==> config.mk <==
export PLATFORM = sky130hd
export DESIGN_NAME = if_stage
export DESIGN_NICKNAME = d
export VERILOG_FILES = /design/src/design/if_pkg.sv /design/src/design/pc_select.sv /design/src/design/if_ctrl.sv /design/src/design/fetch_buffer.sv /design/src/design/if_id_reg.sv /design/src/design/if_stage.sv
export SDC_FILE = /design/constraint.sdc
export NUM_CORES = 1
export LEC_CHECK = 0
export ABC_AREA = 0
export BUFFER_PORTS_ARGS = -buffer_cell sky130_fd_sc_hd__buf_2
export CORE_AREA = 2 2 138 167
export DETAILED_ROUTE_END_ITERATION = 6
export DIE_AREA = 0 0 140 169
export PLACE_DENSITY = 0.67
export SLEW_MARGIN = 15
export SYNTH_ARGS = -nofsm -noshare
export SYNTH_HDL_FRONTEND = slang
export SYNTH_SLANG_ARGS = --single-unit
==> constraint.sdc <==
create_clock -name clk_i -period 7.7 [get_ports clk_i]
set_input_delay 0.385 -clock clk_i [delete_from_list [all_inputs] [get_ports clk_i]]
set_output_delay 0.385 -clock clk_i [all_outputs]
set_load 0.02 [all_outputs]
==> src/design/if_pkg.sv <==
////////////////////////////////////////
// shared widths and selector encodings for the IF stage
// addresses and instructions are XLEN wide, word aligned only
////////////////////////////////////////

`default_nettype none

package if_pkg;

  ////////////////////////////////////////
  // widths and alignment
  ////////////////////////////////////////

  // address and instruction word width
  parameter int unsigned XLEN = 32;

  // byte step between two sequential instructions
  parameter int unsigned INSTR_BYTES = 4;

  // low bits forced to zero in boot address and trap base
  parameter int unsigned BOOT_ALIGN_W = 8;

  // interrupt number width used for vectoring
  parameter int unsigned IRQ_ID_W = 5;

  ////////////////////////////////////////
  // selector encodings
  ////////////////////////////////////////

  // redirect target select
  typedef enum logic [2:0] {
    PC_BOOT = 3'd0,
    PC_JUMP = 3'd1,
    PC_EXC  = 3'd2,
    PC_ERET = 3'd3,
    PC_DRET = 3'd4
  } pc_sel_e;

  // exception vector select
  // dbd is the debug halt entry, dbg_exc an exception taken in debug mode
  typedef enum logic [1:0] {
    EXC_PC_EXC     = 2'd0,
    EXC_PC_IRQ     = 2'd1,
    EXC_PC_DBD     = 2'd2,
    EXC_PC_DBG_EXC = 2'd3
  } exc_pc_sel_e;

endpackage

`default_nettype wire

==> src/design/pc_select.sv <==
////////////////////////////////////////
// redirect target and exception vector mux
// trap base and boot address drop their low 8 bits
////////////////////////////////////////

`timescale 1ns/10ps
`default_nettype none

module pc_select #(
  parameter logic [31:0] DmHaltAddr      = 32'h1A11_0800,
  parameter logic [31:0] DmExceptionAddr = 32'h1A11_0808
) (
  input  if_pkg::pc_sel_e                  pc_mux_i,
  input  if_pkg::exc_pc_sel_e              exc_pc_mux_i,
  input  wire logic [if_pkg::IRQ_ID_W-1:0] irq_id_i,
  input  wire logic [if_pkg::XLEN-1:0]     boot_addr_i,
  input  wire logic [if_pkg::XLEN-1:0]     branch_target_i,
  input  wire logic [if_pkg::XLEN-1:0]     csr_mepc_i,
  input  wire logic [if_pkg::XLEN-1:0]     csr_depc_i,
  input  wire logic [if_pkg::XLEN-1:0]     csr_mtvec_i,
  input  wire logic                        pc_set_i,
  output logic [if_pkg::XLEN-1:0]          redirect_addr_o,
  output logic                             csr_mtvec_init_o
);

  logic [if_pkg::XLEN-1:0] trap_base;
  logic [if_pkg::XLEN-1:0] boot_base;
  logic [if_pkg::XLEN-1:0] irq_offset;
  logic [if_pkg::XLEN-1:0] exc_pc;

  // aligned bases
  assign trap_base = {csr_mtvec_i[if_pkg::XLEN-1:if_pkg::BOOT_ALIGN_W],
                      {if_pkg::BOOT_ALIGN_W{1'b0}}};
  assign boot_base = {boot_addr_i[if_pkg::XLEN-1:if_pkg::BOOT_ALIGN_W],
                      {if_pkg::BOOT_ALIGN_W{1'b0}}};

  // one word per interrupt line in the vector table
  assign irq_offset = {{(if_pkg::XLEN - if_pkg::IRQ_ID_W - 2){1'b0}}, irq_id_i, 2'b00};

  ////////////////////////////////////////
  // exception vector
  ////////////////////////////////////////

  always_comb begin
    unique case (exc_pc_mux_i)
      if_pkg::EXC_PC_EXC:     exc_pc = trap_base;
      if_pkg::EXC_PC_IRQ:     exc_pc = trap_base + irq_offset;
      if_pkg::EXC_PC_DBD:     exc_pc = DmHaltAddr;
      if_pkg::EXC_PC_DBG_EXC: exc_pc = DmExceptionAddr;
      default:                exc_pc = trap_base;
    endcase
  end

  ////////////////////////////////////////
  // redirect target
  ////////////////////////////////////////

  always_comb begin
    unique case (pc_mux_i)
      if_pkg::PC_BOOT: redirect_addr_o = boot_base;
      if_pkg::PC_JUMP: redirect_addr_o = branch_target_i;
      if_pkg::PC_EXC:  redirect_addr_o = exc_pc;
      // return from trap
      if_pkg::PC_ERET: redirect_addr_o = csr_mepc_i;
      // return from debug mode
      if_pkg::PC_DRET: redirect_addr_o = csr_depc_i;
      default:         redirect_addr_o = boot_base;
    endcase
  end

  // mtvec takes the boot address on the boot redirect
  assign csr_mtvec_init_o = pc_set_i & (pc_mux_i == if_pkg::PC_BOOT);

endmodule

`default_nettype wire

==> src/design/if_ctrl.sv <==
////////////////////////////////////////
// fetch controller, one bus transaction open at a time
// a redirect never aborts an open handshake, its data is dropped
////////////////////////////////////////

`timescale 1ns/10ps
`default_nettype none

module if_ctrl (
  input  wire logic                    clk_i,
  input  wire logic                    rst_ni,
  input  wire logic                    req_i,
  input  wire logic                    pc_set_i,
  input  wire logic [if_pkg::XLEN-1:0] redirect_addr_i,
  input  wire logic                    buf_valid_i,
  input  wire logic                    buf_pop_i,
  input  wire logic                    instr_ack_i,
  input  wire logic [if_pkg::XLEN-1:0] instr_rdata_i,
  input  wire logic                    instr_err_i,
  output logic                         instr_req_o,
  output logic [if_pkg::XLEN-1:0]      instr_addr_o,
  output logic                         buf_load_o,
  output logic [if_pkg::XLEN-1:0]      buf_rdata_o,
  output logic [if_pkg::XLEN-1:0]      buf_addr_o,
  output logic                         buf_err_o,
  output logic                         flush_o,
  output logic                         busy_o
);

  // handshake states
  localparam logic [1:0] StIdle   = 2'd0;
  localparam logic [1:0] StReq    = 2'd1;
  localparam logic [1:0] StAckLow = 2'd2;

  logic [1:0]              state_q, state_d;
  logic [if_pkg::XLEN-1:0] fetch_pc_q, fetch_pc_d;
  logic [if_pkg::XLEN-1:0] addr_q, addr_d;
  logic                    discard_q, discard_d;
  logic                    space;
  logic                    start;
  logic [if_pkg::XLEN-1:0] next_addr;

  // buffer has room next cycle, a flush empties it
  assign space     = ~buf_valid_i | buf_pop_i | pc_set_i;
  assign start     = req_i & space;
  // a redirect this cycle wins over the stored fetch pc
  assign next_addr = pc_set_i ? redirect_addr_i : fetch_pc_q;

  // word accepted only if no redirect overtook it
  assign buf_load_o = (state_q == StReq) & instr_ack_i & ~discard_q & ~pc_set_i;

  ////////////////////////////////////////
  // four-phase handshake
  ////////////////////////////////////////

  always_comb begin
    state_d   = state_q;
    addr_d    = addr_q;
    discard_d = discard_q;
    unique case (state_q)
      StIdle: begin
        if (start) begin
          state_d = StReq;
          addr_d  = next_addr;
        end
      end
      StReq: begin
        // phase 2, req drops on the next cycle
        if (instr_ack_i) begin
          state_d   = StAckLow;
          discard_d = 1'b0;
        end else if (pc_set_i) begin
          discard_d = 1'b1;
        end
      end
      StAckLow: begin
        // phase 4 done, may chain straight into a new request
        if (!instr_ack_i) begin
          if (start) begin
            state_d = StReq;
            addr_d  = next_addr;
          end else begin
            state_d = StIdle;
          end
        end
      end
      default: state_d = StIdle;
    endcase
  end

  // fetch pc points at the word still to be accepted
  always_comb begin
    if (pc_set_i) begin
      fetch_pc_d = redirect_addr_i;
    end else if (buf_load_o) begin
      fetch_pc_d = fetch_pc_q + if_pkg::INSTR_BYTES;
    end else begin
      fetch_pc_d = fetch_pc_q;
    end
  end

  always_ff @(posedge clk_i or negedge rst_ni) begin
    if (!rst_ni) begin
      state_q    <= StIdle;
      discard_q  <= 1'b0;
      fetch_pc_q <= '0;
      addr_q     <= '0;
    end else begin
      state_q    <= state_d;
      discard_q  <= discard_d;
      fetch_pc_q <= fetch_pc_d;
      addr_q     <= addr_d;
    end
  end

  // bus side
  assign instr_req_o  = (state_q == StReq);
  assign instr_addr_o = addr_q;
  // busy while a handshake has not fully returned to idle
  assign busy_o       = (state_q != StIdle);

  // word as returned, tagged with the address it was fetched from
  assign buf_rdata_o = instr_rdata_i;
  assign buf_addr_o  = addr_q;
  assign buf_err_o   = instr_err_i;
  assign flush_o     = pc_set_i;

endmodule

`default_nettype wire

==> src/design/fetch_buffer.sv <==
////////////////////////////////////////
// single entry fetch buffer
// load and pop may share a cycle, flush wins
////////////////////////////////////////

`timescale 1ns/10ps
`default_nettype none

module fetch_buffer (
  input  wire logic                    clk_i,
  input  wire logic                    rst_ni,
  input  wire logic                    buf_load_i,
  input  wire logic [if_pkg::XLEN-1:0] buf_rdata_i,
  input  wire logic [if_pkg::XLEN-1:0] buf_addr_i,
  input  wire logic                    buf_err_i,
  input  wire logic                    flush_i,
  input  wire logic                    buf_pop_i,
  output logic                         buf_valid_o,
  output logic [if_pkg::XLEN-1:0]      buf_rdata_o,
  output logic [if_pkg::XLEN-1:0]      buf_addr_o,
  output logic                         buf_err_o
);

  logic valid_q, valid_d;

  // occupancy
  always_comb begin
    if (flush_i) begin
      valid_d = 1'b0;
    end else if (buf_load_i) begin
      // also covers load together with pop
      valid_d = 1'b1;
    end else if (buf_pop_i) begin
      valid_d = 1'b0;
    end else begin
      valid_d = valid_q;
    end
  end

  always_ff @(posedge clk_i or negedge rst_ni) begin
    if (!rst_ni) begin
      valid_q <= 1'b0;
    end else begin
      valid_q <= valid_d;
    end
  end

  // entry payload
  always_ff @(posedge clk_i) begin
    if (buf_load_i) begin
      buf_rdata_o <= buf_rdata_i;
      buf_addr_o  <= buf_addr_i;
      buf_err_o   <= buf_err_i;
    end
  end

  assign buf_valid_o = valid_q;

endmodule

`default_nettype wire

==> src/design/if_id_reg.sv <==
////////////////////////////////////////
// IF-ID pipeline register
// valid holds until cleared or flushed
////////////////////////////////////////

`timescale 1ns/10ps
`default_nettype none

module if_id_reg (
  input  wire logic                    clk_i,
  input  wire logic                    rst_ni,
  input  wire logic                    buf_valid_i,
  input  wire logic [if_pkg::XLEN-1:0] buf_rdata_i,
  input  wire logic [if_pkg::XLEN-1:0] buf_addr_i,
  input  wire logic                    buf_err_i,
  input  wire logic                    id_in_ready_i,
  input  wire logic                    instr_valid_clear_i,
  input  wire logic                    flush_i,
  output logic                         buf_pop_o,
  output logic                         instr_valid_id_o,
  output logic                         instr_new_id_o,
  output logic [if_pkg::XLEN-1:0]      instr_rdata_id_o,
  output logic                         instr_fetch_err_o,
  output logic [if_pkg::XLEN-1:0]      pc_id_o,
  output logic [if_pkg::XLEN-1:0]      pc_if_o
);

  logic valid_d;
  logic new_d;

  // ID takes the buffered word
  assign buf_pop_o = buf_valid_i & id_in_ready_i;

  // a word copied under a flush is stale, so it enters invalid
  // and does not count as new
  assign new_d   = buf_pop_o & ~flush_i;
  assign valid_d = new_d | (instr_valid_id_o & ~instr_valid_clear_i & ~flush_i);

  ////////////////////////////////////////
  // flags
  ////////////////////////////////////////

  always_ff @(posedge clk_i or negedge rst_ni) begin
    if (!rst_ni) begin
      instr_valid_id_o <= 1'b0;
      instr_new_id_o   <= 1'b0;
    end else begin
      instr_valid_id_o <= valid_d;
      // one cycle pulse per accepted word
      instr_new_id_o   <= new_d;
    end
  end

  // ID payload, frozen while ID stalls
  always_ff @(posedge clk_i) begin
    if (buf_pop_o) begin
      instr_rdata_id_o  <= buf_rdata_i;
      instr_fetch_err_o <= buf_err_i;
      pc_id_o           <= buf_addr_i;
    end
  end

  // address of the word waiting in IF
  assign pc_if_o = buf_addr_i;

endmodule

`default_nettype wire

==> src/design/if_stage.sv <==
////////////////////////////////////////
// instruction fetch stage, 32-bit words only
// bus is a four-phase req/ack handshake
// debug addresses must be word aligned
////////////////////////////////////////

`timescale 1ns/10ps
`default_nettype none

module if_stage #(
  parameter logic [31:0] DmHaltAddr      = 32'h1A11_0800,
  parameter logic [31:0] DmExceptionAddr = 32'h1A11_0808
) (
  input  wire logic                        clk_i,
  input  wire logic                        rst_ni,
  // control from the core
  input  wire logic                        req_i,
  input  wire logic                        pc_set_i,
  input  if_pkg::pc_sel_e                  pc_mux_i,
  input  if_pkg::exc_pc_sel_e              exc_pc_mux_i,
  input  wire logic [if_pkg::IRQ_ID_W-1:0] irq_id_i,
  input  wire logic [if_pkg::XLEN-1:0]     boot_addr_i,
  input  wire logic [if_pkg::XLEN-1:0]     branch_target_i,
  input  wire logic [if_pkg::XLEN-1:0]     csr_mepc_i,
  input  wire logic [if_pkg::XLEN-1:0]     csr_depc_i,
  input  wire logic [if_pkg::XLEN-1:0]     csr_mtvec_i,
  input  wire logic                        id_in_ready_i,
  input  wire logic                        instr_valid_clear_i,
  // instruction bus
  output logic                             instr_req_o,
  output logic [if_pkg::XLEN-1:0]          instr_addr_o,
  input  wire logic                        instr_ack_i,
  input  wire logic [if_pkg::XLEN-1:0]     instr_rdata_i,
  input  wire logic                        instr_err_i,
  // to the ID stage
  output logic                             instr_valid_id_o,
  output logic                             instr_new_id_o,
  output logic [if_pkg::XLEN-1:0]          instr_rdata_id_o,
  output logic                             instr_fetch_err_o,
  output logic [if_pkg::XLEN-1:0]          pc_id_o,
  output logic [if_pkg::XLEN-1:0]          pc_if_o,
  output logic                             csr_mtvec_init_o,
  output logic                             if_busy_o
);

  // redirect target into the controller
  logic [if_pkg::XLEN-1:0] redirect_addr;

  // controller to buffer, word as seen on the bus
  logic                    buf_load;
  logic [if_pkg::XLEN-1:0] load_rdata;
  logic [if_pkg::XLEN-1:0] load_addr;
  logic                    load_err;
  logic                    flush;

  // buffer entry towards the ID register
  logic                    buf_valid;
  logic [if_pkg::XLEN-1:0] buf_rdata;
  logic [if_pkg::XLEN-1:0] buf_addr;
  logic                    buf_err;
  logic                    buf_pop;

  ////////////////////////////////////////
  // target selection
  ////////////////////////////////////////

  pc_select #(
    .DmHaltAddr      (DmHaltAddr),
    .DmExceptionAddr (DmExceptionAddr)
  ) u_pc_select (
    .pc_mux_i         (pc_mux_i),
    .exc_pc_mux_i     (exc_pc_mux_i),
    .irq_id_i         (irq_id_i),
    .boot_addr_i      (boot_addr_i),
    .branch_target_i  (branch_target_i),
    .csr_mepc_i       (csr_mepc_i),
    .csr_depc_i       (csr_depc_i),
    .csr_mtvec_i      (csr_mtvec_i),
    .pc_set_i         (pc_set_i),
    .redirect_addr_o  (redirect_addr),
    .csr_mtvec_init_o (csr_mtvec_init_o)
  );

  ////////////////////////////////////////
  // fetch control and bus
  ////////////////////////////////////////

  if_ctrl u_if_ctrl (
    .clk_i           (clk_i),
    .rst_ni          (rst_ni),
    .req_i           (req_i),
    .pc_set_i        (pc_set_i),
    .redirect_addr_i (redirect_addr),
    .buf_valid_i     (buf_valid),
    .buf_pop_i       (buf_pop),
    .instr_ack_i     (instr_ack_i),
    .instr_rdata_i   (instr_rdata_i),
    .instr_err_i     (instr_err_i),
    .instr_req_o     (instr_req_o),
    .instr_addr_o    (instr_addr_o),
    .buf_load_o      (buf_load),
    .buf_rdata_o     (load_rdata),
    .buf_addr_o      (load_addr),
    .buf_err_o       (load_err),
    .flush_o         (flush),
    .busy_o          (if_busy_o)
  );

  // one word between bus and ID
  fetch_buffer u_fetch_buffer (
    .clk_i       (clk_i),
    .rst_ni      (rst_ni),
    .buf_load_i  (buf_load),
    .buf_rdata_i (load_rdata),
    .buf_addr_i  (load_addr),
    .buf_err_i   (load_err),
    .flush_i     (flush),
    .buf_pop_i   (buf_pop),
    .buf_valid_o (buf_valid),
    .buf_rdata_o (buf_rdata),
    .buf_addr_o  (buf_addr),
    .buf_err_o   (buf_err)
  );

  if_id_reg u_if_id_reg (
    .clk_i               (clk_i),
    .rst_ni              (rst_ni),
    .buf_valid_i         (buf_valid),
    .buf_rdata_i         (buf_rdata),
    .buf_addr_i          (buf_addr),
    .buf_err_i           (buf_err),
    .id_in_ready_i       (id_in_ready_i),
    .instr_valid_clear_i (instr_valid_clear_i),
    .flush_i             (flush),
    .buf_pop_o           (buf_pop),
    .instr_valid_id_o    (instr_valid_id_o),
    .instr_new_id_o      (instr_new_id_o),
    .instr_rdata_id_o    (instr_rdata_id_o),
    .instr_fetch_err_o   (instr_fetch_err_o),
    .pc_id_o             (pc_id_o),
    .pc_if_o             (pc_if_o)
  );

endmodule

`default_nettype wire

# After elaboration in Yosys (flattened, before gate mapping)
# Cells that the tools add are included.
op_classes:
  bitwise: 16
  n_eq_ne: 12
  n_reduce_logical: 11
  add_sub_neg: 2
  n_mux: 18
ops:
  columns: ["operator", "n"]
  rows:
  - ["case mux 32 bit (4 select lines)", 2]
  - ["2-to-1 mux 32 bit", 5]
  - ["case mux 32 bit (2 select lines)", 1]
  - ["adder 32 x 3 -> 32 bit (second input constant)", 1]
  - ["adder 32 x 7 -> 32 bit", 1]
  - ["bitwise AND 1 bit", 9]
  - ["nonzero test 2 bit", 4]
  - ["equality test 2 bit (second input constant)", 3]
  - ["equality test 3 x 2 -> 1 bit (second input constant)", 2]
  - ["2-to-1 mux 1 bit", 6]
  - ["2-to-1 mux 2 bit", 3]
  - ["case mux 2 bit (3 select lines)", 1]
  - ["equality test 2 x 1 -> 1 bit (second input constant)", 2]
  - ["logical NOT 2 bit", 2]
  - ["!= test 2 x 1 -> 1 bit (second input constant)", 2]
  - ["inverter 1 bit", 4]
  - ["AND reduction 2 bit", 2]
  - ["equality test 3 x 1 -> 1 bit (second input constant)", 1]
  - ["equality test 3 bit (second input constant)", 1]
  - ["logical NOT 3 bit", 1]
  - ["bitwise OR 1 bit", 3]
  - ["AND reduction 3 bit", 1]
  - ["nonzero test 3 bit", 1]
  - ["!= test 2 bit (second input constant)", 1]
totals:
  out_inout_bits: 134
  register_bits: 200

# Longest topological paths before layout
logic_depth:
  ltp_word: 7
  ltp_mapped: 9

# Hierarchy
# A second synthesis with hierarchy kept.
unflattened:
  cells_unflattened: 790
  area_unflattened_um2: 9779.4
by_module_without_submodules:
  columns: ["module", "n_inst", "cells_each", "area_each_um2"]
  rows:
  - ["if_ctrl", 1, 419, 3888.7]
  - ["if_id_reg", 1, 104, 2268.4]
  - ["fetch_buffer", 1, 69, 1995.7]
  - ["pc_select", 1, 198, 1626.6]

# Worst setup path after synthesis
# OpenSTA, ideal clock, no wires.
synth_timing:
  kind: "input port to flip-flop"
  startpoint: "in pc_set_i"
  endpoint: "reg u_fetch_buffer.buf_addr_o[0] (netlist name) (enable)"
  stages: 4
  arrival_time_ns: 3.653
  slack_ns: 3.558
  path_buffers: 3
  setup_ns: 0.488
  cell_sequence: "buf_2 clkbuf_1 clkbuf_1 nor2_1"
synth_between:
  elab_chain_len: 2
synth_lines:
  columns: ["item", "line_no", "rtl"]
  rows:
  - ["start: declaration", "if_stage.sv:18", "input wire logic pc_set_i,"]
  - ["inverter 1 bit", "if_ctrl.sv:50", "assign buf_load_o = (state_q == StReq) & instr_ack_i & ~discard_q & ~pc_set_i;"]
  - ["bitwise AND 1 bit", "if_ctrl.sv:50", null]
  - ["via buf_load", "if_stage.sv:50", "logic buf_load;"]
  - ["end signal: assignment", "fetch_buffer.sv:52", "buf_addr_o <= buf_addr_i;"]
  - ["end: declaration", "fetch_buffer.sv:20", "output logic [if_pkg::XLEN-1:0] buf_addr_o,"]
# The timed path passes the listed nets, and every way through them passes these cells.
# A chain may end at the register's enable or synchronous reset.

# Worst setup path after layout
layout_timing:
  startpoint: "reg u_if_ctrl.state_q[1]"
  endpoint: "reg u_if_ctrl.fetch_pc_q[30] (netlist name)"
layout_between:
  elab_chain_len: 5
layout_lines:
  columns: ["item", "line_no", "rtl"]
  rows:
  - ["start: declaration", "if_ctrl.sv:35", "logic [1:0] state_q, state_d;"]
  - ["start signal: assignment", "if_ctrl.sv:104", "state_q <= StIdle;"]
  - ["start signal: assignment", "if_ctrl.sv:109", "state_q <= state_d;"]
  - ["equality test 2 x 1 -> 1 bit", "if_ctrl.sv:50", null]
  - ["bitwise AND 1 bit (3 in series)", "if_ctrl.sv:50", null]
  - ["nonzero test 2 bit (no line)", null, null]
  - ["end signal: assignment", "if_ctrl.sv:111", "fetch_pc_q <= fetch_pc_d;"]
  - ["end: declaration", "if_ctrl.sv:36", "logic [if_pkg::XLEN-1:0] fetch_pc_q, fetch_pc_d;"]
# No other way between the ends.

==> summary.txt <==
Synthesis
  – Synth Flop Type: edfxtp_1
  – Distinct cells, synth: 66
  – Post-Syn Instances: 705
  – Register area share after synthesis: 0.6481
  – Post-synthesis xor/xnor area fraction: 0.01692
  – Async S/R FF share, synth: 0.3500
  – Multiplexer share of the synthesized area: 0.01448
  – Post-Syn Nets: 916
  – Post-Synth Simple-Gate Area: 0.1223
  – Mapped cell area: 8726 um2
  – YS warnings: 0
  – Avg Cell Area, Syn: 12.38 um2
  – Yosys reg bits: 200
  – Largest family of logic cells by synthesized area: compound AO/OA/AOI/OAI gates
  – Post-synthesis adder-cell area fraction: 0.001434
  – Complex-gate fraction of the synthesized area: 0.1626
  – Number of synthesized flops with an enable pin: 130

Timing
  – Worst Skew: 0.01711 ns
  – Final period utilization: 0.3206
  – Final Worst Setup Slack: 5.231 ns
  – RSZ-0062 raised after global routing: false
  – Final number of hold-violating endpoints: 0
  – Setup TNS: 0 ns
  – Final setup viols: 0
  – Slew @ Worst Pin: 1.122 ns
  – Peak Freq: 0.4050 GHz
  – Rel. slew slack: 0.2518
  – Final slew viol count: 0
  – Min cycle time layout: 2.469 ns

Pwr
  – PD cells: 268.1 nW/um2
  – Comb power frac: 0.205
  – Sw power: 0.9748 mW
  – Internal Power: 2.024 mW
  – Leakage power: 4.673 nW
  – Switching Share: 0.3251
  – Sequential power share: 0.492
  – VDD IR max: 0.0001305 V
  – Clock power share: 0.304

Setup path
  – Worst Setup End Kind: register
  – Top Family by Delay on Critical Path: simple AND/OR/NAND/NOR gates
  – Worst EP required: 8.01 ns
  – Startpoint types: register
  – Critical-path maximum fanout: 8
  – CP Cell Sequence: nand4bb_1 > nor3_4 > and3_1 > a21o_1 > o2bb2a_1
  – Worst reg2reg startpoint: u_if_ctrl.state_q[1]
  – CP Buf/Inv Count: 0
  – CP max stage delay: 0.62 ns
  – WP data arrival: 2.78 ns
  – WP depth: 5
  – R2R depth: 5
  – Kind of critical path: register to register
  – Worst Setup SP: u_if_ctrl.state_q[1]
  – Slowest CP cell: nand4bb_1

Floorplan
  – Core ar.: 22150 um2
  – DIE WIDTH: 140 um
  – Starting Density: 0.3940
  – Total die area: 23660 um2
  – I/O pins: 344
  – Row cnt: 60
  – Die height: 169 um

Clocking
  – # Post-CTS Setup Buffers: 0
  – CTS Buf Count: 17
  – CTS Root Cell: clkbuf_16
  – Post-cts hold buffer count: 0
  – Max Buffers Root-to-Sink: 2
  – TritonCTS clock tree: yes
  – Sink Count: 200
  – CTS clk-pin slew, worst paths: 0.08 ns
  – H-tree depth: 4
  – Clock Latency Late Sink: 0.43 ns
  – Post_cts resized: 0

Layout
  – Final net count: 1223
  – Commonest non-fill, non-tap cell in the layout: buf_2
  – Commonest non-fill, non-tap cells in the layout: buf_2, edfxtp_1, dfrtp_1
  – Fraction of layout cells with a size suffix above 1: 0.3873
  – Filler Cell Count: 1978
  – Final Cell Area: 11190 um2
  – Post-layout util: 0.5051
  – Syn-to-layout area delta: 28.20%

Run status
  – Failing checks: DRC
  – Status: finished, violations left

Global routing
  – Initial antenna violation count: 0
  – Largest net degree at the start of global routing: 71
  – Vias in the first global route: 6682
  – Gr usage total: 0.1986
  – Overflow after GRT: 0
  – First-pass GRT wire length: 36470 um

Placed design
  – Placed Area: 10560 um2
  – Port buffer count: 327
  – Post-Place Setup Slack: 4.888 ns
  – Placer Congestion: 0.8521
  – Post-DP HPWL: 17840 um

Drt
  – Via-to-Cell Ratio: 5.322
  – Vias: 6945
  – Residual DRC: 40
  – Wire per inst: 18.27 um
  – WL final: 23850 um
  – 1st-pass router iterations: 7
  – Final ANT Viol Nets: 0
  – Initial DRC count: 493

Worst hold path
  – Hold Crit Depth: 1
  – Path type of the worst min-delay path: primary input to register
  – Min-Delay Startpoint: instr_rdata_i[27]

Run
  – Max-cap viol count: 0
kinds of logic (layout without fill, tap and decap cells):
group / count (synthesis) / count (layout)
fa+ha+maj: 1 / 1
compound gates: 213 / 213
simple gates: 199 / 199
xor+xnor: 16 / 16
other cells: 0 / 1
buf+inv: 64 / 384
mux: 12 / 12
flops: 200 / 200
final timing paths:
path	end	slack [ns]
setup / recovery	u_if_ctrl.fetch_pc_q[30]	5.23
hold reg to reg	u_if_id_reg.instr_rdata_id_o[16]	0.41
hold / removal	u_fetch_buffer.buf_rdata_o[27]	0.13
min in group asynchronous	u_if_ctrl.state_q[0]	0.15
setup reg to reg	u_if_ctrl.fetch_pc_q[30]	5.23
max in group asynchronous	u_if_ctrl.buf_addr_o[28]	6.94
per-stage QoR:
step | hold WS, ns | instances | total power [mW]
after floorplan | 0.08941 | 705 | 1.820
after global placement | 0.4001 | 1272 | 2.108
after detailed placement | 0.4045 | 1272 | 2.123
after CTS | 0.1058 | 1304 | 3.029
after global routing | 0.09579 | 1304 | 3.143
final | 0.1266 | 1305 | 2.999
synth_stat cells (4+ instances only):
| master | n | area share |
|---|---|---|
| o21ai_0 | 43 | 0.025 |
| mux2_2 | 5 | 0.0065 |
| nand4_1 | 11 | 0.0079 |
| o22a_1 | 4 | 0.0040 |
| o21ai_1 | 5 | 0.0029 |
| edfxtp_1 | 130 | 0.45 |
| nand2_1 | 54 | 0.023 |
| xnor2_1 | 5 | 0.0050 |
| a221o_1 | 5 | 0.0057 |
| a21oi_1 | 50 | 0.029 |
| nand2b_1 | 5 | 0.0036 |
| clkbuf_1 | 23 | 0.0099 |
| a31o_2 | 4 | 0.0040 |
| nor4b_1 | 8 | 0.0080 |
| mux2i_1 | 7 | 0.0080 |
| dfrtp_1 | 70 | 0.20 |
| o221ai_1 | 6 | 0.0060 |
| o21a_1 | 8 | 0.0069 |
| o211ai_1 | 5 | 0.0043 |
| buf_2 | 19 | 0.011 |
| nand3_1 | 14 | 0.0080 |
| o31ai_1 | 8 | 0.0069 |
| and3_1 | 16 | 0.011 |
| a22oi_1 | 9 | 0.0077 |
| a31oi_1 | 19 | 0.014 |
| o22ai_1 | 6 | 0.0043 |
| nor2_1 | 47 | 0.020 |
| a21o_1 | 9 | 0.0077 |
| nor3_1 | 8 | 0.0046 |
| a221oi_1 | 8 | 0.0080 |
| nor2b_1 | 14 | 0.010 |
| inv_1 | 15 | 0.0065 |
| xor2_1 | 10 | 0.010 |
power groups by stage:
| stage | logic [mW] | registers [mW] | clock network (mW) |
|---|---|---|---|
| after global placement | 0.608 | 1.50 | 0 |
| after detailed placement | 0.618 | 1.51 | 0 |
| after global routing | 0.667 | 1.50 | 0.973 |
| final | 0.613 | 1.48 | 0.910 |
| after floorplan | 0.248 | 1.57 | 0 |
| after CTS | 0.619 | 1.48 | 0.929 |
metal layers:
layer / up-vias / share of wire / routed length (um) / track usage
met5: - / 0 / 0 / 0
met4: 0 / 0.030 / 714 / 0.08388
met3: 38 / 0.067 / 1607 / 0.04187
met2: 315 / 0.50 / 11900 / 0.3403
met1: 3296 / 0.40 / 9626 / 0.2447
li1: 3296 / - / - / -
final cells by class:
| class | instances | area [um2] | share of cell area |
|---|---|---|---|
| sequential | 200 | 5655 | 0.5055 |
| multi-input combinational | 441 | 2790 | 0.2494 |
| timing repair buffer | 337 | 1712 | 0.1530 |
| clock buffer | 17 | 425.4 | 0.03803 |
| tap | 279 | 349.1 | 0.03120 |
| clock inverter | 15 | 196.4 | 0.01756 |
| inverter | 15 | 56.30 | 0.005033 |
| antenna | 1 | 2.502 | 0.0002237 |
registers in the layout, indices dropped and copies added, names as in the netlist:
name and flops:
u_fetch_buffer.buf_rdata_o 32, u_fetch_buffer.buf_valid_o 1, u_fetch_buffer.buf_err_o 1, u_if_id_reg.instr_new_id_o 1
u_if_ctrl.state_q 2, u_if_ctrl.fetch_pc_q 32, u_if_id_reg.pc_id_o 32, u_fetch_buffer.buf_addr_o 32
u_if_id_reg.instr_rdata_id_o 32, u_if_ctrl.buf_addr_o 32, u_if_id_reg.instr_valid_id_o 1, u_if_ctrl.discard_q 1
u_if_id_reg.instr_fetch_err_o 1
Power figures use the tool's default switching activity.
